<file path="config.mk">
export PLATFORM = sky130hd
export DESIGN_NAME = correlation_readout
export DESIGN_NICKNAME = d
export VERILOG_FILES = /design/src/common/corr_pkg.sv /design/src/design/correlation_readout.sv
export VERILOG_INCLUDE_DIRS = /design/src /design/src/common
export SDC_FILE = /design/constraint.sdc
export NUM_CORES = 1
export LEC_CHECK = 0
export CAP_MARGIN = 20
export CORE_AREA = 2 2 235 237
export DETAILED_ROUTE_END_ITERATION = 10
export DIE_AREA = 0 0 237 239
export DONT_BUFFER_PORTS = 1
export PLACE_DENSITY = 0.58
export SLEW_MARGIN = 5
export SYNTH_ARGS = -nofsm -noshare
export SYNTH_HDL_FRONTEND = slang
export SYNTH_SLANG_ARGS = --single-unit
</file>
<file path="constraint.sdc">
create_clock -name pllclk -period 25.5 [get_ports pllclk]
set_clock_uncertainty 0.2 [all_clocks]
set_input_delay 7.65 -clock pllclk [delete_from_list [all_inputs] [get_ports pllclk]]
set_output_delay 7.65 -clock pllclk [all_outputs]
set_load 0.05 [all_outputs]
</file>
<file path="src/common/corr_defs.svh">
// sizes may change together, but at least two inputs and two lags are needed, and at most 16 lags.
`ifndef CORR_DEFS_SVH
`define CORR_DEFS_SVH

// number of digitized input channels.
`define CORR_NUM_INPUTS 4

// signed sample width in bits.
`define CORR_SAMPLE_WIDTH 8

// lags per baseline, covering lag 0 to CORR_NUM_LAGS-1.
`define CORR_NUM_LAGS 3

// signed accumulator width; sums clamp at its extremes.
`define CORR_ACC_WIDTH 18

// every unordered pair of inputs forms one baseline.
`define CORR_NUM_BASELINES (`CORR_NUM_INPUTS * (`CORR_NUM_INPUTS - 1) / 2)

`define CORR_NUM_CELLS (`CORR_NUM_BASELINES * `CORR_NUM_LAGS)

`endif

</file>
<file path="src/common/corr_pkg.sv">
// shared correlator types; the baseline field holds up to 256 baselines and the lag field 16 lags.
`include "corr_defs.svh"

package corr_pkg;

	typedef logic signed [`CORR_SAMPLE_WIDTH-1:0] sample_t;

	// one sample per input, input 0 in the low bits.
	typedef struct packed {
		sample_t [`CORR_NUM_INPUTS-1:0] smp;
	} sample_vec_t;

	// hist[k] holds the vector accepted k+1 vectors before cur.
	typedef struct packed {
		sample_vec_t                        cur;
		sample_vec_t [`CORR_NUM_LAGS-2:0]   hist;
		logic                               strobe;
		logic                               last;
	} tap_t;

	typedef struct packed {
		logic [7:0]                         baseline;
		logic [3:0]                         lag;
		logic signed [`CORR_ACC_WIDTH-1:0]  sum;
		logic                               overflow;
	} corr_result_t;

	typedef enum logic {
		rd_idle,
		rd_stream
	} readout_state_t;

endpackage

</file>
<file path="src/design/correlation_readout.sv">
// one snapshot at a time; words leave in cell order, baseline first, then lag.
`include "corr_defs.svh"

module correlation_readout import corr_pkg::*; (
	input  logic                                     pllclk,
	input  logic                                     reset,
	input  corr_result_t [`CORR_NUM_CELLS-1:0]       results,
	input  logic [`CORR_NUM_CELLS-1:0]               dump,
	output logic                                     snap_ready,
	output logic                                     out_valid,
	input  logic                                     out_ready,
	output corr_result_t                             out_data
);

	localparam int num_cells = `CORR_NUM_CELLS;
	localparam int idx_w = (num_cells > 1) ? $clog2(num_cells) : 1;

	readout_state_t                     state;
	corr_result_t [num_cells-1:0]       snap;
	logic [idx_w-1:0]                   idx;
	logic                               last_word;
	logic                               capture;

	assign last_word = (idx == idx_w'(num_cells - 1));
	assign out_valid = (state == rd_stream);
	assign out_data = snap[idx];
	assign snap_ready = (state == rd_idle) || (last_word && out_ready);

	// all cells dump together, so cell 0 stands for the whole array.
	assign capture = dump[0] && snap_ready;

	always_ff @(posedge pllclk) begin
		if (!reset) begin
			state <= rd_idle;
			idx <= '0;
		end else begin
			case (state)
				rd_idle: begin
					if (capture) begin
						state <= rd_stream;
						idx <= '0;
					end
				end
				rd_stream: begin
					if (out_ready) begin
						if (!last_word) begin
							idx <= idx + 1'b1;
						end else if (capture) begin
							idx <= '0;
						end else begin
							state <= rd_idle;
						end
					end
				end
				default: begin
					state <= rd_idle;
				end
			endcase
		end
	end

	always_ff @(posedge pllclk) begin
		if (capture) begin
			snap <= results;
		end
	end

	a_dump_aligned: assert property (@(posedge pllclk) disable iff (!reset)
		(dump == '0) || (dump == '1))
		else $error("cells dumped out of step");

	a_dump_taken: assert property (@(posedge pllclk) disable iff (!reset)
		dump[0] |-> snap_ready)
		else $error("snapshot arrived while readout busy");

	a_out_stable: assert property (@(posedge pllclk) disable iff (!reset)
		(out_valid && !out_ready) |=> (out_valid && $stable(out_data)))
		else $error("output word changed while stalled");

endmodule

</file>
# Word level (Yosys, flattened, before mapping)
# Index checks and enable logic that the tools add are counted.
[totals]
ff_bits = 564
inputBits = 579
out_inout_bits = 33
elab_cells = 92
[op_classes]
n_addsub = 1
n_lt_le_gt_ge = 1
eq_ne = 2
muxes = 10
bitwise_logic = 1
reduce_logical = 3
[op_table]
columns = ["operator", "count"]
rows = [
  ["$bmux W31 S5", 1],
  ["$mux W31", 1],
  ["$mux W5", 3],
  ["$pmux W5 S2", 1],
  ["$lt A5 B6 Y1 const B", 1],
  ["$add A5 B1 Y5 const B", 1],
  ["$eq A5 B5 Y1 const B", 1],
  ["$mux W1", 3],
  ["$logic_and A1 B1 Y1", 2],
  ["$ne A2 B2 Y1 const B", 1],
  ["$pmux W1 S2", 1],
  ["$logic_or A1 B1 Y1", 1],
  ["$not A1 Y1", 1],
]

# Longest topological paths before layout
[depth]
ltp_word = 8
ltp_mapped = 10
ltp_nobuf = 6

# Worst setup path after synthesis
# Ideal clock, no wire load.
[synth_timing]
kind = "input -> register"
from = "input out_ready"
to = "register snap[0] (netlist name), enable pin"
setup_time_ns = 0.994
arrival_time_ns = 20.827
required_time_ns = 24.306
setup_slack_ns = 3.479
cell_stages = 3
path_buffers = 0
cell_sequence = "nand2_1 o21ai_2 and2_1"
[synth_via]
elab_chain_len = 3
[synth_rtl]
columns = ["element", "line_no", "text"]
rows = [
  ["start: declaration", "correlation_readout.sv:11", "input logic out_ready,"],
  ["$logic_and A1 B1 Y1", "correlation_readout.sv:27", "assign snap_ready = (state == rd_idle) || (last_word && out_ready);"],
  ["$logic_or A1 B1 Y1", "correlation_readout.sv:27", ""],
  ["net snap_ready", "correlation_readout.sv:9", "output logic snap_ready,"],
  ["$logic_and A1 B1 Y1", "correlation_readout.sv:30", "assign capture = dump[0] && snap_ready;"],
  ["net capture", "correlation_readout.sv:22", "logic capture;"],
  ["end signal: assignment", "correlation_readout.sv:64", "snap <= results;"],
  ["end: declaration", "correlation_readout.sv:19", "corr_result_t [num_cells-1:0] snap;"],
]
# The timed path passes the listed nets, and every way through them passes these cells.
# A chain may end at the register's enable or synchronous reset.

# Worst setup path in the final report
[layout_timing]
from = "input out_ready"
to = "output snap_ready"
[layout_via]
elab_chain_len = 2
[layout_rtl]
columns = ["element", "line_no"]
rows = [
  ["$logic_and A1 B1 Y1", "correlation_readout.sv:27"],
  ["$logic_or A1 B1 Y1", "correlation_readout.sv:27"],
  ["end: declaration", "correlation_readout.sv:9"],
]
# Every way passes these cells.

==> reports/results.ini <==
[drt]
routed-via-count = 10800
postRouteAntennaNets = 0
drt-initial-drc-count = 749
drt_pass1_iterations = 5
dr_wl_met3_mm = 5.41
m1WireLength_mm = 21.1
wl_met2_mm = 28.8
maxUsedRoutingLayer = met5
via_per_inst = 5.60
routedWlPerCell_um = 29.5
drc = 0
wirelength_mm = 56.7

[global_route]
track_usage_pct = 19.3
grt.overflow.total = 0
antenna_found_initial = 30
grt_max_degree = 80
grt_pass1_vias = 10800
grt_pass1_wl_mm = 77.9

[logic_synthesis]
seq_area_frac_synth_pct = 76.8
synth_cells = 1140
synth_area_leaders = edfxtp_1, mux2_2, mux2i_1
yosysWarnings = 0
synth.avg_cell_area_um2 = 19.3
yosysMostFrequentCell = edfxtp_1
synth_area_um2 = 22000
async_flop_share_pct = 0
synth_seq_cells = 564
ys.flop_type = edfxtp_1
yosysUniqueCellTypes = 47
ys_top_cells_by_count = edfxtp_1, mux2i_1, mux2_2
synth_nets = 1721
yosysTopAreaCell = edfxtp_1
synth_edf_count = 558
yosysTopAreaCellShare_pct = 76.2

[setup_path]
cp_data_required_time_ps = 17650
cp.arrival_ps = 8080
path_class = input port to output pin
r2r-start = idx[3]$_SDFFE_PN0P_
critPathLaunchType = input port
startpoint = out_ready
critPathCaptureType = output pin
reg2reg_slack_ps = 20000
critical_path.max_fanout = 6

[clock_network]
clk_latency_ps = 600
cts_max_path_buffers = 3
holdBufCountCts = 0
cts_buffers = 58
cts_tree = done
cts_max_level = 2
clk_pin_slew_ps = 60
cts_setup_buffers = 0
numClockSinks = 564
cts_resized = 0
cts_root_buf = clkbuf_16

[layout]
num-nets-final = 1738
fin_area_um2 = 24700
final_core_util_pct = 45.5
drive_gt1_share_pct = 24.7
area_growth_pct = 12.5

[place]
dp_hpwl_mm = 38.0
gp_congestion = 0.819
io_buffers = 0
place_area_um2 = 22800

[timing]
fin_crit_sh_pct = 62.5
rsz0062_at_grt = false
timing.fmax_mhz = 62.8
period_minus_slack_ps = 15930
relSlewSlack_pct = 23.1
worst_pin_slew_ps = 1150
finalHoldViolations = 0
finalSetupViolCount = 0
holdWs_ps = 420
drv_slew = 0
setup-tns-final_ps = 0

[floorplanning]
row_count = 86
die-area_um2 = 56600
die_x_um = 237
core_um2 = 54300
start_util_pct = 40.4
io_pins = 612
die_y_um = 239

[power_and_ir_drop]
p_leak_nw = 7.82
ir_worst_vdd_uv = 67.2
powerDensity_nw_per_um2 = 81.2

[min_path]
worstHoldStart = idx[2]$_SDFFE_PN0P_
hold_path_class = register to register

[outcome]
status = complete, no violations

[run]
maxCapViolCount = 0

critical path, stage by stage:
cell and delay, ps:
nand2_1 40, o21ai_2 110, buf_4 260
path summary, 6_finish.rpt:
kind	to	cells past startpoint
min reg2reg	idx[2]$_SDFFE_PN0P_	2
max	snap_ready	3
max reg2reg	snap[133]$_DFFE_PP_	7
min	idx[2]$_SDFFE_PN0P_	2
cell type report:
| cell class | instances | area [µm²] |
|---|---|---|
| clock buffers | 69 | 1510 |
| fillers | 4534 | 29600 |
| flip-flops and latches | 564 | 16900 |
| multi-input cells | 506 | 4890 |
| repair buffers | 23 | 176 |
| well taps | 704 | 881 |
| diodes | 18 | 45.0 |
| inverters | 4 | 15.0 |
| clock inverters | 36 | 313 |
cells in the final DEF (no fill, tap or decap), types with 4 or more instances in the layout:
master,synthesis,routed
edfxtp_1,558,558
mux2i_1,95,95
mux2_2,93,93
nand2_1,65,64
o22ai_1,60,60
clkbuf_16,0,59
nor2b_1,33,32
a211oi_1,30,30
o31ai_2,0,30
mux4_2,28,28
a221oi_2,28,28
buf_4,8,22
diode_2,0,18
clkinv_1,0,15
clkbuf_1,21,10
clkinv_2,0,8
bufinv_16,0,5
inv_1,4,4
nand3_1,4,4
dfxtp_1,6,4
flip-flops by register name, indices dropped and copies added (netlist names):
| name | cells |
|---|---|
| out_valid | 1 |
| snap | 558 |
| idx | 5 |
through the flow:
stage / total power, mW / instances / worst slack, ps
final: 2.01 / 1924 / 9580
after CTS: 2.03 / 1906 / 9580
after floorplan: 1.21 / 1140 / 3480
after global routing: 2.07 / 1911 / 9560
after detailed placement: 1.21 / 1801 / 9580
after global placement: 1.21 / 1800 / 9580
layer usage:
metal | global-route usage, % | up-vias
li1 | - | 4702
met1 | 22.3 | 5421
met2 | 33.3 | 510
met3 | 7.42 | 120
met4 | 5.43 | 30
met5 | 0 | -
where the power goes:
group / internal (mW) / total [mW] / leakage (nW) / switching (mW)
combinational: 0.0284 / 0.0911 / 1.57 / 0.0627
sequential: 1.08 / 1.10 / 5.36 / 0.0149
clock: 0.472 / 0.819 / 0.887 / 0.347
total: 1.58 / 2.01 / 7.82 / 0.425
kinds of logic after synthesis:
| logic type | Yosys count | share of synthesized area (%) |
|---|---|---|
| flops | 564 | 76.8 |
| mux | 218 | 12.2 |
| compound gates | 166 | 6.27 |
| simple gates | 118 | 2.65 |
| buf+inv | 70 | 1.89 |
| xor+xnor | 2 | 0.0797 |
| fa+ha+maj | 2 | 0.114 |
Note: power is estimated with default switching activity, not from simulation.
