--- src/common/corr_defs.svh ---
// sizes may change together, but at least two inputs and two lags are needed, and at most 16 lags.
`ifndef CORR_DEFS_SVH
`define CORR_DEFS_SVH

// number of digitized input channels.
`define CORR_NUM_INPUTS 4

// signed sample width in bits.
`define CORR_SAMPLE_WIDTH 8

// lags per baseline, covering lag 0 to CORR_NUM_LAGS-1.
`define CORR_NUM_LAGS 3

// signed accumulator width; sums clamp at its extremes.
`define CORR_ACC_WIDTH 18

// every unordered pair of inputs forms one baseline.
`define CORR_NUM_BASELINES (`CORR_NUM_INPUTS * (`CORR_NUM_INPUTS - 1) / 2)

`define CORR_NUM_CELLS (`CORR_NUM_BASELINES * `CORR_NUM_LAGS)

`endif

--- src/common/corr_pkg.sv ---
// shared correlator types; the baseline field holds up to 256 baselines and the lag field 16 lags.
`include "corr_defs.svh"

package corr_pkg;

	typedef logic signed [`CORR_SAMPLE_WIDTH-1:0] sample_t;

	// one sample per input, input 0 in the low bits.
	typedef struct packed {
		sample_t [`CORR_NUM_INPUTS-1:0] smp;
	} sample_vec_t;

	// hist[k] holds the vector accepted k+1 vectors before cur.
	typedef struct packed {
		sample_vec_t                        cur;
		sample_vec_t [`CORR_NUM_LAGS-2:0]   hist;
		logic                               strobe;
		logic                               last;
	} tap_t;

	typedef struct packed {
		logic [7:0]                         baseline;
		logic [3:0]                         lag;
		logic signed [`CORR_ACC_WIDTH-1:0]  sum;
		logic                               overflow;
	} corr_result_t;

	typedef enum logic {
		rd_idle,
		rd_stream
	} readout_state_t;

endpackage

--- src/design/sample_delay.sv ---
// integ_len is taken on the first vector of each integration; history survives between integrations.
`include "corr_defs.svh"

module sample_delay import corr_pkg::*; (
	input  logic        pllclk,
	input  logic        reset,
	input  logic        in_valid,
	output logic        in_ready,
	input  sample_vec_t in_data,
	input  logic [7:0]  integ_len,
	input  logic        snap_ready,
	output tap_t        tap
);

	logic [7:0] cnt;
	logic [7:0] len_q;
	logic [7:0] norm_len;
	logic [7:0] eff_len;
	logic [1:0] hold;
	logic       is_last;
	logic       accept;

	// a length of zero runs as a single vector.
	assign norm_len = (integ_len == 8'd0) ? 8'd1 : integ_len;
	assign eff_len = (cnt == 8'd0) ? norm_len : len_q;
	assign is_last = (cnt == eff_len - 8'd1);

	// a dumped snapshot needs three cycles to reach the readout, and snap_ready only
	// reflects it after capture, so another last vector waits out that window.
	assign in_ready = !(is_last && (!snap_ready || hold != 2'd0));
	assign accept = in_valid && in_ready;

	always_ff @(posedge pllclk) begin
		if (!reset) begin
			cnt <= 8'd0;
			len_q <= 8'd0;
			hold <= 2'd0;
		end else begin
			if (accept) begin
				if (cnt == 8'd0) begin
					len_q <= norm_len;
				end
				cnt <= is_last ? 8'd0 : cnt + 8'd1;
			end
			if (accept && is_last) begin
				hold <= 2'd3;
			end else if (hold != 2'd0) begin
				hold <= hold - 2'd1;
			end
		end
	end

	always_ff @(posedge pllclk) begin
		if (!reset) begin
			tap <= '0;
		end else begin
			tap.strobe <= accept;
			tap.last <= accept && is_last;
			if (accept) begin
				tap.cur <= in_data;
				tap.hist[0] <= tap.cur;
				for (int k = 1; k < `CORR_NUM_LAGS - 1; k++) begin
					tap.hist[k] <= tap.hist[k - 1];
				end
			end
		end
	end

	// once hold is down to one, the dump of the closing vector sits at the readout,
	// which must be free to take it.
	a_last_needs_snap: assert property (@(posedge pllclk) disable iff (!reset)
		(hold == 2'd1) |-> snap_ready)
		else $error("snapshot reached the readout while it was busy");

endmodule

--- config.mk ---
export PLATFORM = sky130hd
export DESIGN_NAME = sample_delay
export DESIGN_NICKNAME = d
export VERILOG_FILES = /design/src/common/corr_pkg.sv /design/src/design/sample_delay.sv
export VERILOG_INCLUDE_DIRS = /design/src /design/src/common
export SDC_FILE = /design/constraint.sdc
export NUM_CORES = 1
export LEC_CHECK = 0
export BUFFER_PORTS_ARGS = -buffer_cell sky130_fd_sc_hd__clkbuf_2
export CORE_MARGIN = 3
export CORE_UTILIZATION = 47
export DETAILED_ROUTE_END_ITERATION = 8
export HOLD_SLACK_MARGIN = 0.05
export MAX_ROUTING_LAYER = met4
export PLACE_DENSITY_LB_ADDON = 0.3
export SLEW_MARGIN = 20
export SYNTH_ARGS = -nofsm -noshare
export SYNTH_HDL_FRONTEND = slang
export SYNTH_SLANG_ARGS = --single-unit
--- constraint.sdc ---
create_clock -name pllclk -period 3.73 [get_ports pllclk]
set_clock_uncertainty 0.2 [all_clocks]
set_input_delay 0.5595 -clock pllclk [delete_from_list [all_inputs] [get_ports pllclk]]
set_output_delay 0.5595 -clock pllclk [all_outputs]
set_load 0.05 [all_outputs]
# == After elaboration in Yosys (flattened, before gate mapping) ==
# Cells that the tools add are included.
# totals
inputBits,44
reg_bits,116
elab_cells,36
output_inout_bits,99
# op_classes
addsub,3
muxes,5
n_reduce_logical,10
eq_ne,1
# op_table
op,count
$mux 8,3
$logic_not 8->1,2
$add 8x1->8 const B,1
$eq 8x8->1,1
$sub 8x1->8 const B,1
$mux 2,2
$reduce_bool 2->1,2
$logic_and 1x1->1,3
$logic_not 1->1,2
$sub 2x1->2 const B,1
$logic_or 1x1->1,1

# == Longest topological paths before layout ==
# depth
word_depth,10
mapped_depth,18
mapped_depth_nobuf,14

# == Least setup slack after synthesis ==
# No wires, ideal clock.
# synth_timing
kind,register to output
start,register cnt[0]
end,output in_ready
setup_slack_ns,-0.078
arrival_ns,3.048
stages_incl_launch_ff,14
n_path_buf,1
required_time_ns,2.970
path_cell_list,dfxtp_1 inv_1 ha_1 or4b_1 buf_6 nor2_8 mux2_2 inv_1 ha_1 xor2_1 and3_1 nor3_1 nand4_1 or3_1
# synth_via
elab_chain_len,6
# synth_lines
item,line,source
"start, declared",sample_delay.sv:15,logic [7:0] cnt;
"start signal, assigned",sample_delay.sv:43,cnt <= is_last ? 8'd0 : cnt + 8'd1;
$logic_not 8->1,sample_delay.sv:25,assign eff_len = (cnt == 8'd0) ? norm_len : len_q;
$mux 8,n/a,
$sub 8x1->8,sample_delay.sv:26,assign is_last = (cnt == eff_len - 8'd1);
$eq 8x8->1 *,sample_delay.sv:26,
$logic_and 1x1->1 *,sample_delay.sv:30,assign in_ready = !(is_last && (!snap_ready || hold != 2'd0));
$logic_not 1->1 *,sample_delay.sv:30,
"end, declared",sample_delay.sv:8,"output logic in_ready,"
# Every way passes the cells marked *; elsewhere a longest branch is shown, timed or not.

# == Worst setup path in the final report ==
# layout_timing
start,register cnt[1]
end,output in_ready
# Same word-level chain as after synthesis.

==> impl_metrics.toml <==
[run_status]
status = "complete, but fails checks"
violations = "negative setup slack"

[critical_path]
worstRegToRegCells = 17
cp.depth = 13
worstPathRequired_ns = 2.97
cp_cell_sequence = "inv_2 -> ha_4 -> or4b_4 -> nor2_8 -> mux2_4 -> inv_4 -> ha_4 -> buf_4 -> o21ai_0 -> xor2_1 -> nand4_1 -> or3_4 -> clkbuf_16"
worst_path_dominant_cell_family = "simple AND/OR/NAND/NOR gates"
path_max_fanout = 2
critPathCaptureType = "output pin"
slowest_stage = "or4b_4"
worstSetupPathType = "reg2out"
critPathArrivalTime_ns = 3.32
crit_buf_inv = 4
cpPeakStageDelay_ns = 0.50
start_kind = "register"
cp_common_cell = "ha_4"

[synth]
ys_ff_latch = 116
ys_types = 49
syn_inst = 611
synth_top_area_cell = "dfxtp_1"
ys.flop_type = "dfxtp_1"
syn_avg_cell_area_um2 = 8.07
synth_warnings = 0
yosysSeqAreaShare = 0.471
synth_fp_nets = 659
synthTopCellsByArea = "dfxtp_1 (47%), nand3_1 (11%), nand2_1 (8.8%)"
post_synth_instance_area_um2 = 4930
synth_edf_count = 0
async_flop_share = 0
synth_top_area_frac = 0.471

[clocking]
cts_max_path_buffers = 2
cts_tree = "built"
cts.sinks = 116
cts_root_buf = "clkbuf_8"
numCtsBuffers = 17
clkSlewWorstSetupHoldPaths_ns = 0.06
htreeDepth = 4
clk_latency_ns = 0.51

[drt]
routed_via_density = 5.23
ant_nets = 0
wl_met2_um = 5790
wl_per_cell_um = 13.6
drt-met1-wl_um = 5410
dr.pass1.iters = 4
remaining_drc_errors = 0
vias = 4737
wl_um = 12300
topRoutingLayerUsed = "met4"
met3WireLength_um = 846
drt-initial-drc-count = 385

[hold_path]
holdPathStages = 3
min_path_type = "in2reg"

[global_routing]
grt_max_degree = 135
antenna_found_initial = 0
grt_pass1_vias = 4225
gr-total-overflow = 0
gr-usage-all-layers = 0.211
grt_pass1_wl_um = 19500

[die]
start_util = 0.493
num_rows = 36
ios = 143
die_h_um = 108
die_area_um2 = 11800
die_x_um = 108
core_area_um2 = 10000

[sta]
slew_headroom = 0.635
setup_viol = 1
finalCriticalPeriod_ns = 4.08
tightest_slew_ns = 0.547
slew_violations = 0
timing.final.crit_share = 1.09
fmax_mhz = 245
timing.final.ws_setup_ns = -0.346
hold_viol_final = 0
rsz0062_at_grt = "true"

[cells_and_area]
layout_common_cells = "clkbuf_2 (140), nand2_1 (116), dfxtp_1 (114), nand3_1 (108), o21ai_0 (82)"
drive_above_1_share = 0.308
mostFrequentLayoutCell = "clkbuf_2"
area_growth_syn_to_layout_pct = 35.1
num-fill-cells = 826
n_antenna_cell = 0
fin_cells = 906
finalNetCount = 808

[power]
cellPowerDensity_nw_per_um2 = 528
p_switching_w = 0.000994
p_leak_nw = 2.81
vdd_drop_max_mv = 0.409
p_comb_frac = 0.179
p_seq_frac = 0.384
p_sw_frac = 0.283
p_int_w = 0.00252
clkPwrFrac = 0.437

[placed_design]
placed_cells = 867
place_ws_ns = -0.263
io_buffers = 142
gp_congestion = 0.894
dp_hpwl_um = 8290

[run]
maxCapViolCount = 0
[synthesized netlist by cell type, types with 2 or more instances]
cell and number:
a211oi_1 3, a21oi_1 6, a22oi_1 2, and3_1 2
buf_2 3, buf_4 11, buf_6 4, clkbuf_1 36
dfxtp_1 116, ha_1 4, inv_1 14, mux2i_1 9
nand2_1 116, nand3_1 108, nand4_1 4, nor2_1 7
nor3_1 4, nor4_1 4, nor4b_1 2, o21ai_0 82
o21ai_1 26, o311ai_0 2, o31ai_1 5, or3_1 8
or4b_1 2, xnor2_1 5, xor2_1 4
[cell families after synthesis]
logic type / count (synthesis) / share of synthesized area
AND/OR/NAND/NOR: 268 / 0.262
AO/OA/AOI/OAI: 136 / 0.154
flip-flops: 116 / 0.471
buffers and inverters: 68 / 0.0670
multiplexers: 10 / 0.0205
XOR/XNOR: 9 / 0.0160
adder cells (fa/ha/maj): 4 / 0.0101
[through the flow]
stage                util  area [µm²]  power (W)  TNS [ns]  hold slack [ns]
CTS                 0.659        6590    0.00352    -0.361           0.0507
global placement    0.592        5920    0.00195    -0.309            0.243
global route        0.666        6660    0.00366    -0.518           0.0688
floorplan               -        4940    0.00180         0            0.242
finish              0.666        6660    0.00352    -0.346           0.0755
detailed placement  0.592        5920    0.00196     -3.32            0.249
[tightest hold or removal path, cell delays in order]
cell      delay (ns)
clkbuf_2        0.08
nand2_1         0.04
o21ai_0         0.06
[final cells by class]
class / count / area (µm²) / share of cell area
Tap cell: 133 / 166 / 0.0250
Timing Repair Buffer: 184 / 1180 / 0.177
Clock buffer: 22 / 463 / 0.0695
Clock inverter: 10 / 105 / 0.0158
Multi-Input combinational cell: 427 / 2370 / 0.355
Sequential cell: 116 / 2320 / 0.349
Inverter: 14 / 55.1 / 0.00826
[power by group through the flow]
stage	sequential, W	clock (W)	combinational, W
after detailed placement	0.00137	0	0.000585
final	0.00135	0.00154	0.000629
after floorplan	0.00151	0	0.000289
after CTS	0.00135	0.00156	0.000609
after global placement	0.00137	0	0.000574
after global routing	0.00136	0.00162	0.000688
[sequential cells by signal, indices dropped and copies added (netlist names)]
signal	flops
len_q	8
hold	2
tap	98
cnt	8
[routing by layer]
layer | up-vias | track usage
li1 | 2431 | -
met1 | 2117 | 0.258
met2 | 159 | 0.328
met3 | 30 | 0.0585
met4 | 0 | 0.0866
met5 | - | -
[worst paths after layout]
path / startpoint / endpoint / slack (ns)
worst max-delay path: cnt[1]$_SDFFE_PN0P_ / in_ready / -0.35
worst min-delay path: in_data[17] / tap[83]$_SDFFE_PN0P_ / 0.08
worst max register to register: cnt[1]$_SDFFE_PN0P_ / tap[72]$_SDFFE_PN0P_ / 0.12
worst min register to register: tap[40]$_SDFFE_PN0P_ / tap[40]$_SDFFE_PN0P_ / 0.25
[timing repair]
item,in CTS,in global routing
resized for setup,17,7
hold endpoints to repair,2,0
buffers inserted,3,1
pin swaps,8,5
hold buffers,2,0
endpoints found under the setup margin,99,67
cloned,0,1
No activity file was read; power rests on OpenSTA's default activity.
