`src/common/corr_defs.svh`:
```
// sizes may change together, but at least two inputs and two lags are needed, and at most 16 lags.
`ifndef CORR_DEFS_SVH
`define CORR_DEFS_SVH

// number of digitized input channels.
`define CORR_NUM_INPUTS 4

// signed sample width in bits.
`define CORR_SAMPLE_WIDTH 8

// lags per baseline, covering lag 0 to CORR_NUM_LAGS-1.
`define CORR_NUM_LAGS 3

// signed accumulator width; sums clamp at its extremes.
`define CORR_ACC_WIDTH 18

// every unordered pair of inputs forms one baseline.
`define CORR_NUM_BASELINES (`CORR_NUM_INPUTS * (`CORR_NUM_INPUTS - 1) / 2)

`define CORR_NUM_CELLS (`CORR_NUM_BASELINES * `CORR_NUM_LAGS)

`endif

```
`src/common/corr_pkg.sv`:
```
// shared correlator types; the baseline field holds up to 256 baselines and the lag field 16 lags.
`include "corr_defs.svh"

package corr_pkg;

	typedef logic signed [`CORR_SAMPLE_WIDTH-1:0] sample_t;

	// one sample per input, input 0 in the low bits.
	typedef struct packed {
		sample_t [`CORR_NUM_INPUTS-1:0] smp;
	} sample_vec_t;

	// hist[k] holds the vector accepted k+1 vectors before cur.
	typedef struct packed {
		sample_vec_t                        cur;
		sample_vec_t [`CORR_NUM_LAGS-2:0]   hist;
		logic                               strobe;
		logic                               last;
	} tap_t;

	typedef struct packed {
		logic [7:0]                         baseline;
		logic [3:0]                         lag;
		logic signed [`CORR_ACC_WIDTH-1:0]  sum;
		logic                               overflow;
	} corr_result_t;

	typedef enum logic {
		rd_idle,
		rd_stream
	} readout_state_t;

endpackage

```
`src/design/lag_accumulator.sv`:
```
// one baseline and lag; a product is added two cycles after its vector is accepted.
`include "corr_defs.svh"

module lag_accumulator import corr_pkg::*; #(
	parameter int baseline_idx = 0,
	parameter int in_a = 0,
	parameter int in_b = 1,
	parameter int lag = 0
) (
	input  logic                        pllclk,
	input  logic                        reset,
	input  tap_t                        tap,
	input  logic [`CORR_NUM_INPUTS-1:0] chan_enable,
	output corr_result_t                result,
	output logic                        dump
);

	localparam int acc_w = `CORR_ACC_WIDTH;
	localparam int prod_w = 2 * `CORR_SAMPLE_WIDTH;
	localparam int sum_w = ((acc_w > prod_w) ? acc_w : prod_w) + 1;
	localparam logic signed [sum_w-1:0] acc_max = sum_w'(2 ** (acc_w - 1) - 1);
	localparam logic signed [sum_w-1:0] acc_min = -acc_max - 1;

	sample_t                   samp_a;
	sample_t                   samp_b;
	logic signed [prod_w-1:0]  prod_q;
	logic                      add_q;
	logic                      last_q;
	logic signed [acc_w-1:0]   acc;
	logic                      ovf;
	logic signed [sum_w-1:0]   sum_wide;
	logic signed [acc_w-1:0]   acc_next;
	logic                      ovf_next;
	logic signed [acc_w-1:0]   sum_q;
	logic                      ovf_q;

	assign samp_a = tap.cur.smp[in_a];
	if (lag == 0) begin : g_lag0
		assign samp_b = tap.cur.smp[in_b];
	end else begin : g_lagn
		assign samp_b = tap.hist[lag - 1].smp[in_b];
	end

	always_ff @(posedge pllclk) begin
		if (chan_enable[in_a] && chan_enable[in_b]) begin
			prod_q <= samp_a * samp_b;
		end else begin
			prod_q <= '0;
		end
		if (!reset) begin
			add_q <= 1'b0;
			last_q <= 1'b0;
		end else begin
			add_q <= tap.strobe;
			last_q <= tap.last;
		end
	end

	always_comb begin
		sum_wide = acc + prod_q;
		acc_next = sum_wide[acc_w-1:0];
		ovf_next = ovf;
		if (sum_wide > acc_max) begin
			acc_next = acc_max[acc_w-1:0];
			ovf_next = 1'b1;
		end else if (sum_wide < acc_min) begin
			acc_next = acc_min[acc_w-1:0];
			ovf_next = 1'b1;
		end
	end

	always_ff @(posedge pllclk) begin
		if (!reset) begin
			acc <= '0;
			ovf <= 1'b0;
			dump <= 1'b0;
		end else begin
			dump <= add_q && last_q;
			if (add_q) begin
				acc <= last_q ? '0 : acc_next;
				ovf <= last_q ? 1'b0 : ovf_next;
			end
		end
	end

	always_ff @(posedge pllclk) begin
		if (add_q && last_q) begin
			sum_q <= acc_next;
			ovf_q <= ovf_next;
		end
	end

	assign result = '{baseline: 8'(baseline_idx), lag: 4'(lag), sum: sum_q, overflow: ovf_q};

	// integrations are at least one vector long, and the delay stage spaces them out.
	a_dump_single: assert property (@(posedge pllclk) disable iff (!reset) dump |=> !dump)
		else $error("dump held for two cycles");

endmodule

```
`config.mk`:
```
export PLATFORM = sky130hd
export DESIGN_NAME = lag_accumulator
export DESIGN_NICKNAME = d
export VERILOG_FILES = /design/src/common/corr_pkg.sv /design/src/design/lag_accumulator.sv
export VERILOG_INCLUDE_DIRS = /design/src /design/src/common
export SDC_FILE = /design/constraint.sdc
export NUM_CORES = 1
export LEC_CHECK = 0
export BUFFER_PORTS_ARGS = -buffer_cell sky130_fd_sc_hd__clkbuf_2
export CAP_MARGIN = 20
export CORE_MARGIN = 5
export CORE_UTILIZATION = 50
export DETAILED_ROUTE_END_ITERATION = 8
export HOLD_SLACK_MARGIN = 0.12
export PLACE_DENSITY = 0.82
export SYNTH_ARGS = -nofsm -noshare
export SYNTH_HDL_FRONTEND = slang
export SYNTH_SLANG_ARGS = --single-unit
```
`constraint.sdc`:
```
create_clock -name pllclk -period 5.6 [get_ports pllclk]
set_input_delay 1.68 -clock pllclk [delete_from_list [all_inputs] [get_ports pllclk]]
set_output_delay 1.68 -clock pllclk [all_outputs]
set_load 0.01 [all_outputs]
```
* Word-level counts from Yosys, hierarchy flattened *
Cells that the tools add are included.

word-level totals
  word-level logic and storage cells = 20
  flip-flop bits (word level) = 57
  output and inout port bits = 32

operators by class
  $lt $le $gt $ge = 2
  reductions and logical operators = 2
  add/sub/neg operators = 1
  mux-type cells = 6
  $mul = 1

operators by type and width
  operator                                                         count
  two-way mux 18 bit                                               3
  adder 18 x 16 -> 19 bit                                          1
  greater-than comparator 19 x 18 -> 1 bit, second input constant  1
  < comparator 19 x 18 -> 1 bit, second input constant             1
  multiplier 8 x 8 -> 16 bit                                       1
  two-way mux 1 bit                                                3
  logical AND 1 bit                                                2

* Logic depth before layout (Yosys ltp) *
Gate-level depths: netlist (run 1).

  word-level depth = 5
  mapped depth = 17
  mapped depth without buffers = 17

* Worst setup path before layout (run 1) *
Ideal clock, no wire load.

  path type = input to register
  start point = input port tap[77] in the netlist's numbering
  end point = register prod_q[13]
  setup time = 0.128 ns
  data required time = 5.472 ns
  arrival time = 5.334 ns
  path buffers = 0
  path slack = 0.138 ns
  stages on the path = 14
  path through = and2_1 -> fa_1 -> inv_1 -> fa_1 -> inv_1 -> fa_1 -> inv_1 -> fa_1 -> inv_1 -> ha_1 -> o211a_1 -> a221oi_1 -> xor2_1 -> nor2_1

between the ends
  cells in the longest elaborated chain, start to end = 1

RTL lines
  element                     line                   text
  start: declaration          lag_accumulator.sv:12  input tap_t tap,
  multiplier 8 x 8 -> 16 bit  lag_accumulator.sv:46  prod_q <= samp_a * samp_b;
  end signal: assignment      lag_accumulator.sv:46
  end: declaration            lag_accumulator.sv:26  logic signed [prod_w-1:0] prod_q;

No other way between the ends.
A chain may end at the register's enable or synchronous reset.

* Worst setup path after layout (run 1) *
  start point = input port tap[66] in the netlist's numbering
  end point = register prod_q[12]

Same word-level chain as after synthesis.

==> flow_results.org, run 1 <==
** Worst setup path
- At the worst endpoint, the arrival time is about 5.6 ns.
- Nature of the critical path endpoint :: register
- The startpoint identified for the worst register-to-register timing path is prod_q[0].
- Critical Setup Path Class :: in2reg
- Worst-path maximum fanout :: 3
- Library cell appearing most often on the critical path :: fa_1
- Together, buffers and inverters on the worst path number 5.
- In this run the worst setup path begins at tap[66].
- Highest cell delay on the worst timing path :: 0.54 ns
- Critical-path top delay cell :: fa_1
- Category of cells accounting for the largest share of critical-path delay :: adder cells
- The signal on the critical path passes through clkbuf_2, nand2b_1, fa_1, fa_1, inv_1, fa_1, inv_1, fa_1, inv_1, ha_1, o21ai_0, a21boi_0, o211ai_1, a21boi_0, buf_4, o21a_1, nor3_1.
- Kind of launch point of the worst setup path :: input port
- Data on the critical path is required at its endpoint by between 5 and 6 ns.

** Power and ir drop
- The analysis attributes to cell leakage a power of approximately 3 nW.
- Dividing total power by cell area gives a power density of 379.3 nW/µm².
- Across the VDD grid, the largest voltage drop is between 0.2 and 0.25 mV.

** STA
- The final number of max-transition violations came to 0.
- Worst-case clock skew :: roughly 0.0066 ns
- Final hold violation count :: 0
- Fmax :: between 150 and 200 MHz
- Crit share post-route :: 0.9582
- Unrepaired setup endpoints after global routing :: false
- The routed design could run at a clock period as short as approximately 5.4 ns.
- For the pin with the worst max-slew slack, the measured transition is 0.8315 ns.
- Setup violations remaining at the end of the flow were counted as 0.
- Slew margin rel. :: 0.4445
- Worst Setup Slack, final :: 0.2340 ns

** Global routing
- Vias in the first global route :: roughly 4,100
- Wire length of the first global-routing pass :: about 18 mm
- Overall global routing resource usage :: 0.1730
- Number of antenna violations at the first check in global routing :: 0
- Entering global routing, the biggest net connects 22 pins.
- Gr ovfl total :: 0

** Place
- Number of port buffers :: 41
- Including well taps, the total number of placed cells is a little under 800.
- Final Wtd Congestion :: ~0.98
- OpenSTA, run right after detailed placement, puts the worst setup slack at -0.1154 ns.
- Summed over all nets, the half-perimeter wirelength after detailed placement is 8.705 mm.

** Clocking
- Number of levels in the clock H-tree :: 3
- After clock tree synthesis, the flow added hold-fix buffers numbering 0.
- TritonCTS clock tree :: yes
- Gates resized, CTS repair :: 0
- Worst-path clk slew :: ~0.060 ns
- Number of clock buffers inserted by TritonCTS :: 9
- The clock passes through at most 2 buffers.
- Clock root buffer master :: clkbuf_8
- The clock net in this run drives a total of 57 sinks.
- The clock reaches the later pin of the worst-skew pair after between 0.3 and 0.4 ns.
- In this run the post-CTS setup repair buffer count came out at 0.

** Detailed routing
- Overall routed net length :: about 11 mm
- Drt pass-1 iters :: 7
- Total vias in the final route :: 4,048
- The detailed router finished its first iteration with ~150 violations.
- Post-detailed-route DRC marker count :: 0
- Dividing the detail-routed via count by the number of cells gives about 5.1.
- Antenna viol nets, final :: 0
- Routed WL per cell :: 13.37 µm

** Synth
- The cell count after synthesis came out at 570.
- Top FF cell, synth :: dfxtp_1
- A synthesized cell averages ~9.5 µm².
- The synthesized design spends more area on one cell type than any other, namely fa_1.
- For this run, the number of Yosys warnings is 0.
- Of the post-synthesis cell area, the dominant cell type holds 0.2078.
- Fraction of the yosys area taken by sequential cells :: 0.2468
- The synthesized design contains 19 enable-type register cells.
- Yosys reg bits :: 57
- After synthesis the cells add up to ~5400 µm².
- Synth cell types :: between 50 and 60
- Dominant cells by area after synthesis :: fa_1 21%, dfxtp_1 14%, ha_1 11%, edfxtp_1 11%, inv_1 6.5%
- Counting flops with an async set or reset pin after synthesis yields a share of 0.

** Cells and area
- Multi-input logic area :: 3622 µm²
- Top library cells by usage in the layout, fill and taps aside :: 94 x inv_1, 56 x fa_1, 47 x ha_1
- The area growth from synthesis to layout is 14.38%.
- Nets :: around 860
- Leaving out fill and tap cells, the most frequent cell in the layout is inv_1.
- The finished layout holds about 800 standard cells, fillers aside.
- Measured on the finished design, the core utilization comes to 0.5768.
- In the final layout, the share of cells above drive strength 1 is 0.1697.
- ANT cells :: 0
- Registers take between 1000 and 1500 µm².
- Number of inserted filler cells in the final layout :: slightly above 900

** Run
- Total of max-cap violations :: 0

** Worst hold path
- Worst min-delay path class :: reg2reg
- Hold Crit Start :: ovf

** Outcome
- Status :: finished clean

** Die
- Die W :: around 110 µm
- Area of the placeable core :: 10,700 µm²
- Die span in y :: about 110 µm
- Effective utilization at floorplan :: 0.5043
- For this design the top-level I/O count stands at around 140.
- After floorplanning, the core was divided into 38 placement rows.
- The die covers ~13,000 µm².
[Yosys cell counts (2+ instances only)]
master,n
a211oi_1,2
a21boi_0,2
a21o_1,4
a21oi_1,17
a21oi_2,2
a221oi_1,2
a22o_1,10
a31oi_1,6
and2_1,46
and3_1,7
buf_2,2
buf_4,13
clkbuf_1,4
dfxtp_1,38
edfxtp_1,19
fa_1,56
ha_1,47
inv_1,94
maj3_2,9
nand2_1,42
nand2b_1,6
nand3_1,4
nand4_1,2
nor2_1,24
nor2b_1,9
nor3_1,7
o211a_1,2
o211ai_1,6
o21a_1,6
o21ai_0,20
o21ai_1,5
o21bai_1,3
o311ai_1,2
or3_1,2
xnor2_1,19
xor2_1,10
[flip-flops by register name, summed over array words and instances, names as in the netlist]
| register | count |
|---|---|
| ovf | 1 |
| acc | 18 |
| ovf_q | 1 |
| add_q | 1 |
| last_q | 1 |
| dump | 1 |
| prod_q | 16 |
| sum_q | 18 |
[power by group]
group	internal [mW]	switching, mW	leakage, nW
clock network	0.248	0.166	0.108
registers	0.512	0.0278	0.485
logic	0.642	0.744	2.40
total	1.40	0.938	2.99
[layer usage]
layer	track usage	wire (µm)	share of wire	vias to the layer above
li1	-	-	-	2007
met1	0.2106	4644	0.44	1896
met2	0.3082	5206	0.49	122
met3	0.03342	554	0.052	23
met4	0.05622	212	0.020	0
met5	0	0	0	-
[kinds of logic (layout without fill, tap and decap cells)]
| logic type | after synthesis | in the layout | share of synthesized area |
|---|---|---|---|
| fa+ha+maj | 113 | 113 | 0.3374 |
| other cells | 1 | 12 | 0.0006951 |
| buf+inv | 115 | 188 | 0.09091 |
| simple gates | 154 | 154 | 0.1459 |
| compound gates | 99 | 99 | 0.1252 |
| flops | 57 | 57 | 0.2468 |
| xor+xnor | 29 | 29 | 0.04708 |
| mux | 2 | 2 | 0.006029 |
[metrics by stage]
| stage | area, µm² | hold WS, ns | setup TNS [ns] | power [mW] |
|---|---|---|---|---|
| final | 6171 | 0.4471 | 0 | 2.340 |
| after CTS | 6171 | 0.4515 | 0 | 2.349 |
| after floorplan | 5436 | 0.4222 | 0 | 1.582 |
| after global routing | 6171 | 0.4952 | 0 | 2.555 |
| after global placement | 5961 | 0.4314 | -0.1683 | 1.861 |
| after detailed placement | 5961 | 0.4433 | -0.3104 | 1.927 |
[cell type report]
type                       count  share of cell area
tap                          140             0.02839
timing repair buffer          77             0.07705
clock buffer                  10             0.02068
clock inverter                 6             0.01338
sequential                    57              0.2157
multi-input combinational    409              0.5870
inverter                      95             0.05779
[worst reg2reg max path, cell delays in order (launching register included)]
cell and delay (ns):
dfxtp_1 0.34, ha_1 0.19, inv_1 0.06, fa_1 0.40, nor2b_1 0.18, o31a_1 0.24, o211ai_2 0.17, nor2b_1 0.18
o32ai_2 0.25, buf_4 0.29, nor2_1 0.14, o311ai_1 0.40
[final timing paths]
kind                endpoint  slack (ns)  cells past startpoint
setup reg to reg     acc[12]        2.63                     11
hold / removal           ovf        0.45                      2
hold reg to reg          ovf        0.45                      2
setup / recovery  prod_q[12]        0.23                     17
Note: power is estimated with default switching activity, not from simulation.
==> inputs of run 2 (changes only) <==
--- a/config.mk
+++ b/config.mk
@@ -6,13 +6,14 @@
 export SDC_FILE = /design/constraint.sdc
 export NUM_CORES = 1
 export LEC_CHECK = 0
+export ABC_AREA = 1
 export BUFFER_PORTS_ARGS = -buffer_cell sky130_fd_sc_hd__clkbuf_2
 export CAP_MARGIN = 20
 export CORE_MARGIN = 5
 export CORE_UTILIZATION = 50
 export DETAILED_ROUTE_END_ITERATION = 8
 export HOLD_SLACK_MARGIN = 0.12
-export PLACE_DENSITY = 0.82
+export PLACE_DENSITY = 0.81
 export SYNTH_ARGS = -nofsm -noshare
 export SYNTH_HDL_FRONTEND = slang
 export SYNTH_SLANG_ARGS = --single-unit
==> flow_results.org, run 2 <==
** Clocking
- Count of hold-fix buffers inserted at cts :: 0 (unchanged)
- Worst-path clk slew :: 0.05 ns (was 0.06 ns)
- The number of clock sinks is 57 (unchanged).
- The H-tree depth is 3 (unchanged).
- Number of clock buffers inserted by TritonCTS :: 9 (unchanged)
- The CTS tree is yes (unchanged).
- Worst-skew pair later-pin latency :: 0.33 ns (was 0.34 ns)
- The number of buffers between clock root and the deepest sink is 2 (unchanged).
- The clock tree root buffer cell is clkbuf_16 (was clkbuf_8).

** Place
- The number of placed instances, taps included is 949 (was 778).
- HPWL after detailed placement :: 9.357 mm (was 8.705 mm)
- Placed Area :: 6245 µm² (was 5961 µm²)
- Final Wtd Congestion :: 0.9191 (was 0.9810)
- Number of port buffers :: 41 (unchanged)

** Synth
- The number of enable-type register cells in the synthesized netlist was 19 (unchanged).
- Synth top cells by count: 195 x nand2_1, 167 x inv_1, 56 x fa_1 (was 94 x inv_1, 56 x fa_1, 47 x ha_1).
- The fraction of synthesized cell area taken by the top area cell type is 0.1934 (was 0.2078).
- The proportion of synthesized chip area in sequential cells is 0.2297 (was 0.2468).
- The post-synthesis async set-or-reset flop share was 0 (unchanged).
- Dominant cells by area after synthesis: fa_1 19%, dfxtp_1 13%, nand2_1 13%, inv_1 11%, ha_1 10% (was fa_1 21%, dfxtp_1 14%, ha_1 11%, edfxtp_1 11%, inv_1 6.5%).
- The unique cell type count in the Yosys netlist was 38 (was 57).
- Top FF cell, synth :: dfxtp_1 (unchanged)
- Syn Area/Cell :: 7.606 µm² (was 9.465 µm²)
- The register bit total from synthesis is 57 (unchanged).
- The cell with the most instances after synthesis is nand2_1 (was inv_1).
- Post-Synthesis Cells :: 762 (was 570)
- The number of warnings reported in the yosys synthesis log is 0 (unchanged).
- The cell type contributing the most total cell area after synthesis is fa_1 (unchanged).
- Netlist area before placement :: 5796 µm² (was 5395 µm²)

** Worst hold path
- Endpoint with the worst hold slack :: dump (was ovf)
- The startpoint of the lowest-slack hold path is add_q (was ovf).
- The cell count of the worst hold path is 2 (unchanged).
- The path class of the lowest-slack min-delay path is reg2reg (unchanged).

** Worst setup path
- Data arrival at the endpoint of the critical path :: 5.54 ns (was 5.58 ns)
- Critical Setup Path Class :: in2reg (unchanged)
- Kind of launch point of the worst setup path :: input port (unchanged)
- Slack of the worst reg-to-reg path :: 2.83 ns (was 2.63 ns)
- FF-to-FF Start :: prod_q[0] (unchanged)
- CP required :: 5.82 ns (about the same)
- Endpoint of the most critical register-to-register path :: acc[8] (was acc[12])
- Cell depth of the worst flop-to-flop path :: 11 (unchanged)
- Worst-path maximum fanout :: 5 (was 3)
- Nature of the critical path endpoint :: register (unchanged)

** STA
- The worst setup skew after layout was 0.008393 ns (was 0.006574 ns).
- The remaining max-slew budget at the tightest pin was 0.3954 (was 0.4445).
- # setup viols final :: 0 (unchanged)
- The final number of max-transition violations was 0 (unchanged).
- The post-route setup TNS was 0 ns (unchanged).
- The number of hold violations in the final report is 0 (unchanged).
- Final worst path period need :: 5.328 ns (was 5.366 ns)
- Crit share post-route :: 0.9514 (was 0.9582)
- The slew at the pin closest to its max-slew limit is 0.9047 ns (was 0.8315 ns).
- Fmax :: 187.7 MHz (was 186.4 MHz)

** Die
- The total I/O pin count was 136 (unchanged).
- Area of the placeable core :: 11,370 µm² (was 10,700 µm²)
- The die outline height came to 117.7 µm (was 113.9 µm).
- Effective utilization at floorplan :: 0.5097 (was 0.5043)
- The number of placement rows was 39 (was 38).
- Die W :: 117.7 µm (was 113.9 µm)
- The die footprint came to 13,840 µm² (was 12,970 µm²).

** Cells and area
- The multi-input combinational cell area was 3695 µm² (was 3622 µm²).
- Relative area change from synthesis to final layout :: 13.17% (was 14.38%)
- The sequential cell area in the final layout came to 1331 µm² (unchanged).
- The most common cell after layout, fill and taps aside is nand2_1 (was inv_1).
- ANT cells :: 0 (unchanged)
- Finished Cell Area :: 6559 µm² (was 6171 µm²)
- Leading registers by flop count: acc: 18 flops, sum_q: 18 flops, prod_q: 16 flops (unchanged).
- The number of filler instances in the final layout came to 1,020 (was 910).
- The final cell count without fillers came to 965 (was 794).
- Share of post-route cells with drive strength above 1 :: 0.1630 (was 0.1697)
- Top library cells by usage in the layout, fill and taps aside :: 195 x nand2_1, 167 x inv_1, 56 x fa_1 (was 94 x inv_1, 56 x fa_1, 47 x ha_1)
- The final-stage net count is 1,024 (was 856).

** Detailed routing
- Total vias in the final route :: 4,741 (was 4,048)
- Routed WL per cell :: 11.99 µm (was 13.37 µm)
- Drt pass-1 iters :: 8 (was 7)
- The post-detailed-route DRC marker count is 0 (unchanged).
- The remaining antenna violation count after routing was 0 (unchanged).
- Vias per cell :: 4.913 (was 5.098)
- The final routed wirelength across all metal layers is 11.57 mm (was 10.62 mm).
- Drt first-iter violations :: 304 (was 153)

** Global routing
- The overall fraction of global-route tracks in use came to 0.1741 (was 0.1730).
- Pin count of the biggest net entering global routing :: 21 (was 22)
- The remaining global-route overflow is 0 (unchanged).
- Number of antenna violations at the first check in global routing :: 0 (unchanged)
- The first-pass GRT wire length was 20.50 mm (was 18.37 mm).
- The via count of the first global-routing pass is 4,683 (was 4,134).

** Power and ir drop
- The total power is 2.487 mW (was 2.340 mW).
- The leakage power total came to 3.688 nW (was 2.993 nW).
- Maximum vdd ir drop :: 0.2355 mV (was 0.2045 mV)
- PD cells :: 379.2 nW/µm² (was 379.3 nW/µm²)

** Run
- The number of maximum-capacitance violations came to 0 (unchanged).

** Outcome
- Status :: finished clean (unchanged)
-- run 2: cell types whose count changed in the layout (fill, tap and decap cells not counted), moves of 17 or more --
cell | previous run | this run
a21oi_1 | 17 | 42
nand2_1 | 42 | 195
nor2_1 | 24 | 43
and2_1 | 46 | 0
inv_1 | 94 | 167
nand2_2 | 0 | 17
-- run 2: worst max-delay path: stages --
cell and delay [ns]:
clkbuf_2 0.14, nand2_1 0.12, inv_1 0.09, fa_1 0.52, inv_1 0.12, fa_1 0.54, inv_1 0.06, fa_1 0.52
inv_1 0.05, fa_1 0.53, inv_1 0.04, ha_1 0.31, nand4_1 0.15, nor4_1 0.37, nor2_1 0.10, a21oi_1 0.13
nor2_1 0.06
-- run 2: final cells by class --
cell class / instances / share of cell area
inverters: 173 / 0.09901
clock inverters: 6 / 0.009157
repair buffers: 69 / 0.06333
well taps: 143 / 0.02728
multi-input cells: 507 / 0.5633
clock buffers: 10 / 0.03491
flip-flops and latches: 57 / 0.2030
-- run 2: kinds of logic after synthesis --
kind of cell,after synthesis,share of synthesized area
other,1,0.0006470
and+or+nand+nor,297,0.2239
xor gates and xnor gates,19,0.02871
AOI/OAI and AO/OA,76,0.07513
adders and majority gates,103,0.2949
DFF,57,0.2297
buffers and inverters,209,0.1470
-- run 2: where the power goes --
group          internal [mW]  switching, mW
clock network          0.341          0.179
logic                  0.615          0.831
registers              0.499         0.0225
-- run 2: how the worst max path moves through the flow --
stage             from         end  slack (ns)  cells past startpoint
6_report       tap[73]  prod_q[15]        0.27                     17
5_1_grt        tap[78]  prod_q[13]      -0.002                     20
4_1_cts        tap[81]  prod_q[12]        0.21                     19
3_5_place_dp   tap[81]  prod_q[12]       -0.12                     19
3_3_place_gp   tap[81]  prod_q[12]       -0.07                     19
2_1_floorplan  tap[66]  prod_q[12]        0.01                     18
-- run 2: through the flow --
stage	setup WS, ns	hold WS [ns]	utilization
floorplan	0.01433	0.4324	-
global placement	-0.07335	0.4443	0.5492
detailed placement	-0.1234	0.4470	0.5492
CTS	0.2060	0.4535	0.5747
global route	-0.002260	0.4885	0.5769
finish	0.2723	0.4552	0.5769
-- run 2: routing by layer --
metal,vias to the layer above,GRT usage,routed length (µm)
li1,2382,-,-
met1,2226,0.2212,5019
met2,115,0.3009,5718
met3,18,0.03748,649
met4,0,0.04444,180
met5,-,0,0
-- run 2: timing repair --
action                                  CTS  global route
buffers inserted                          0             0
gates resized for setup                   0             6
endpoints found under the setup margin    0             2
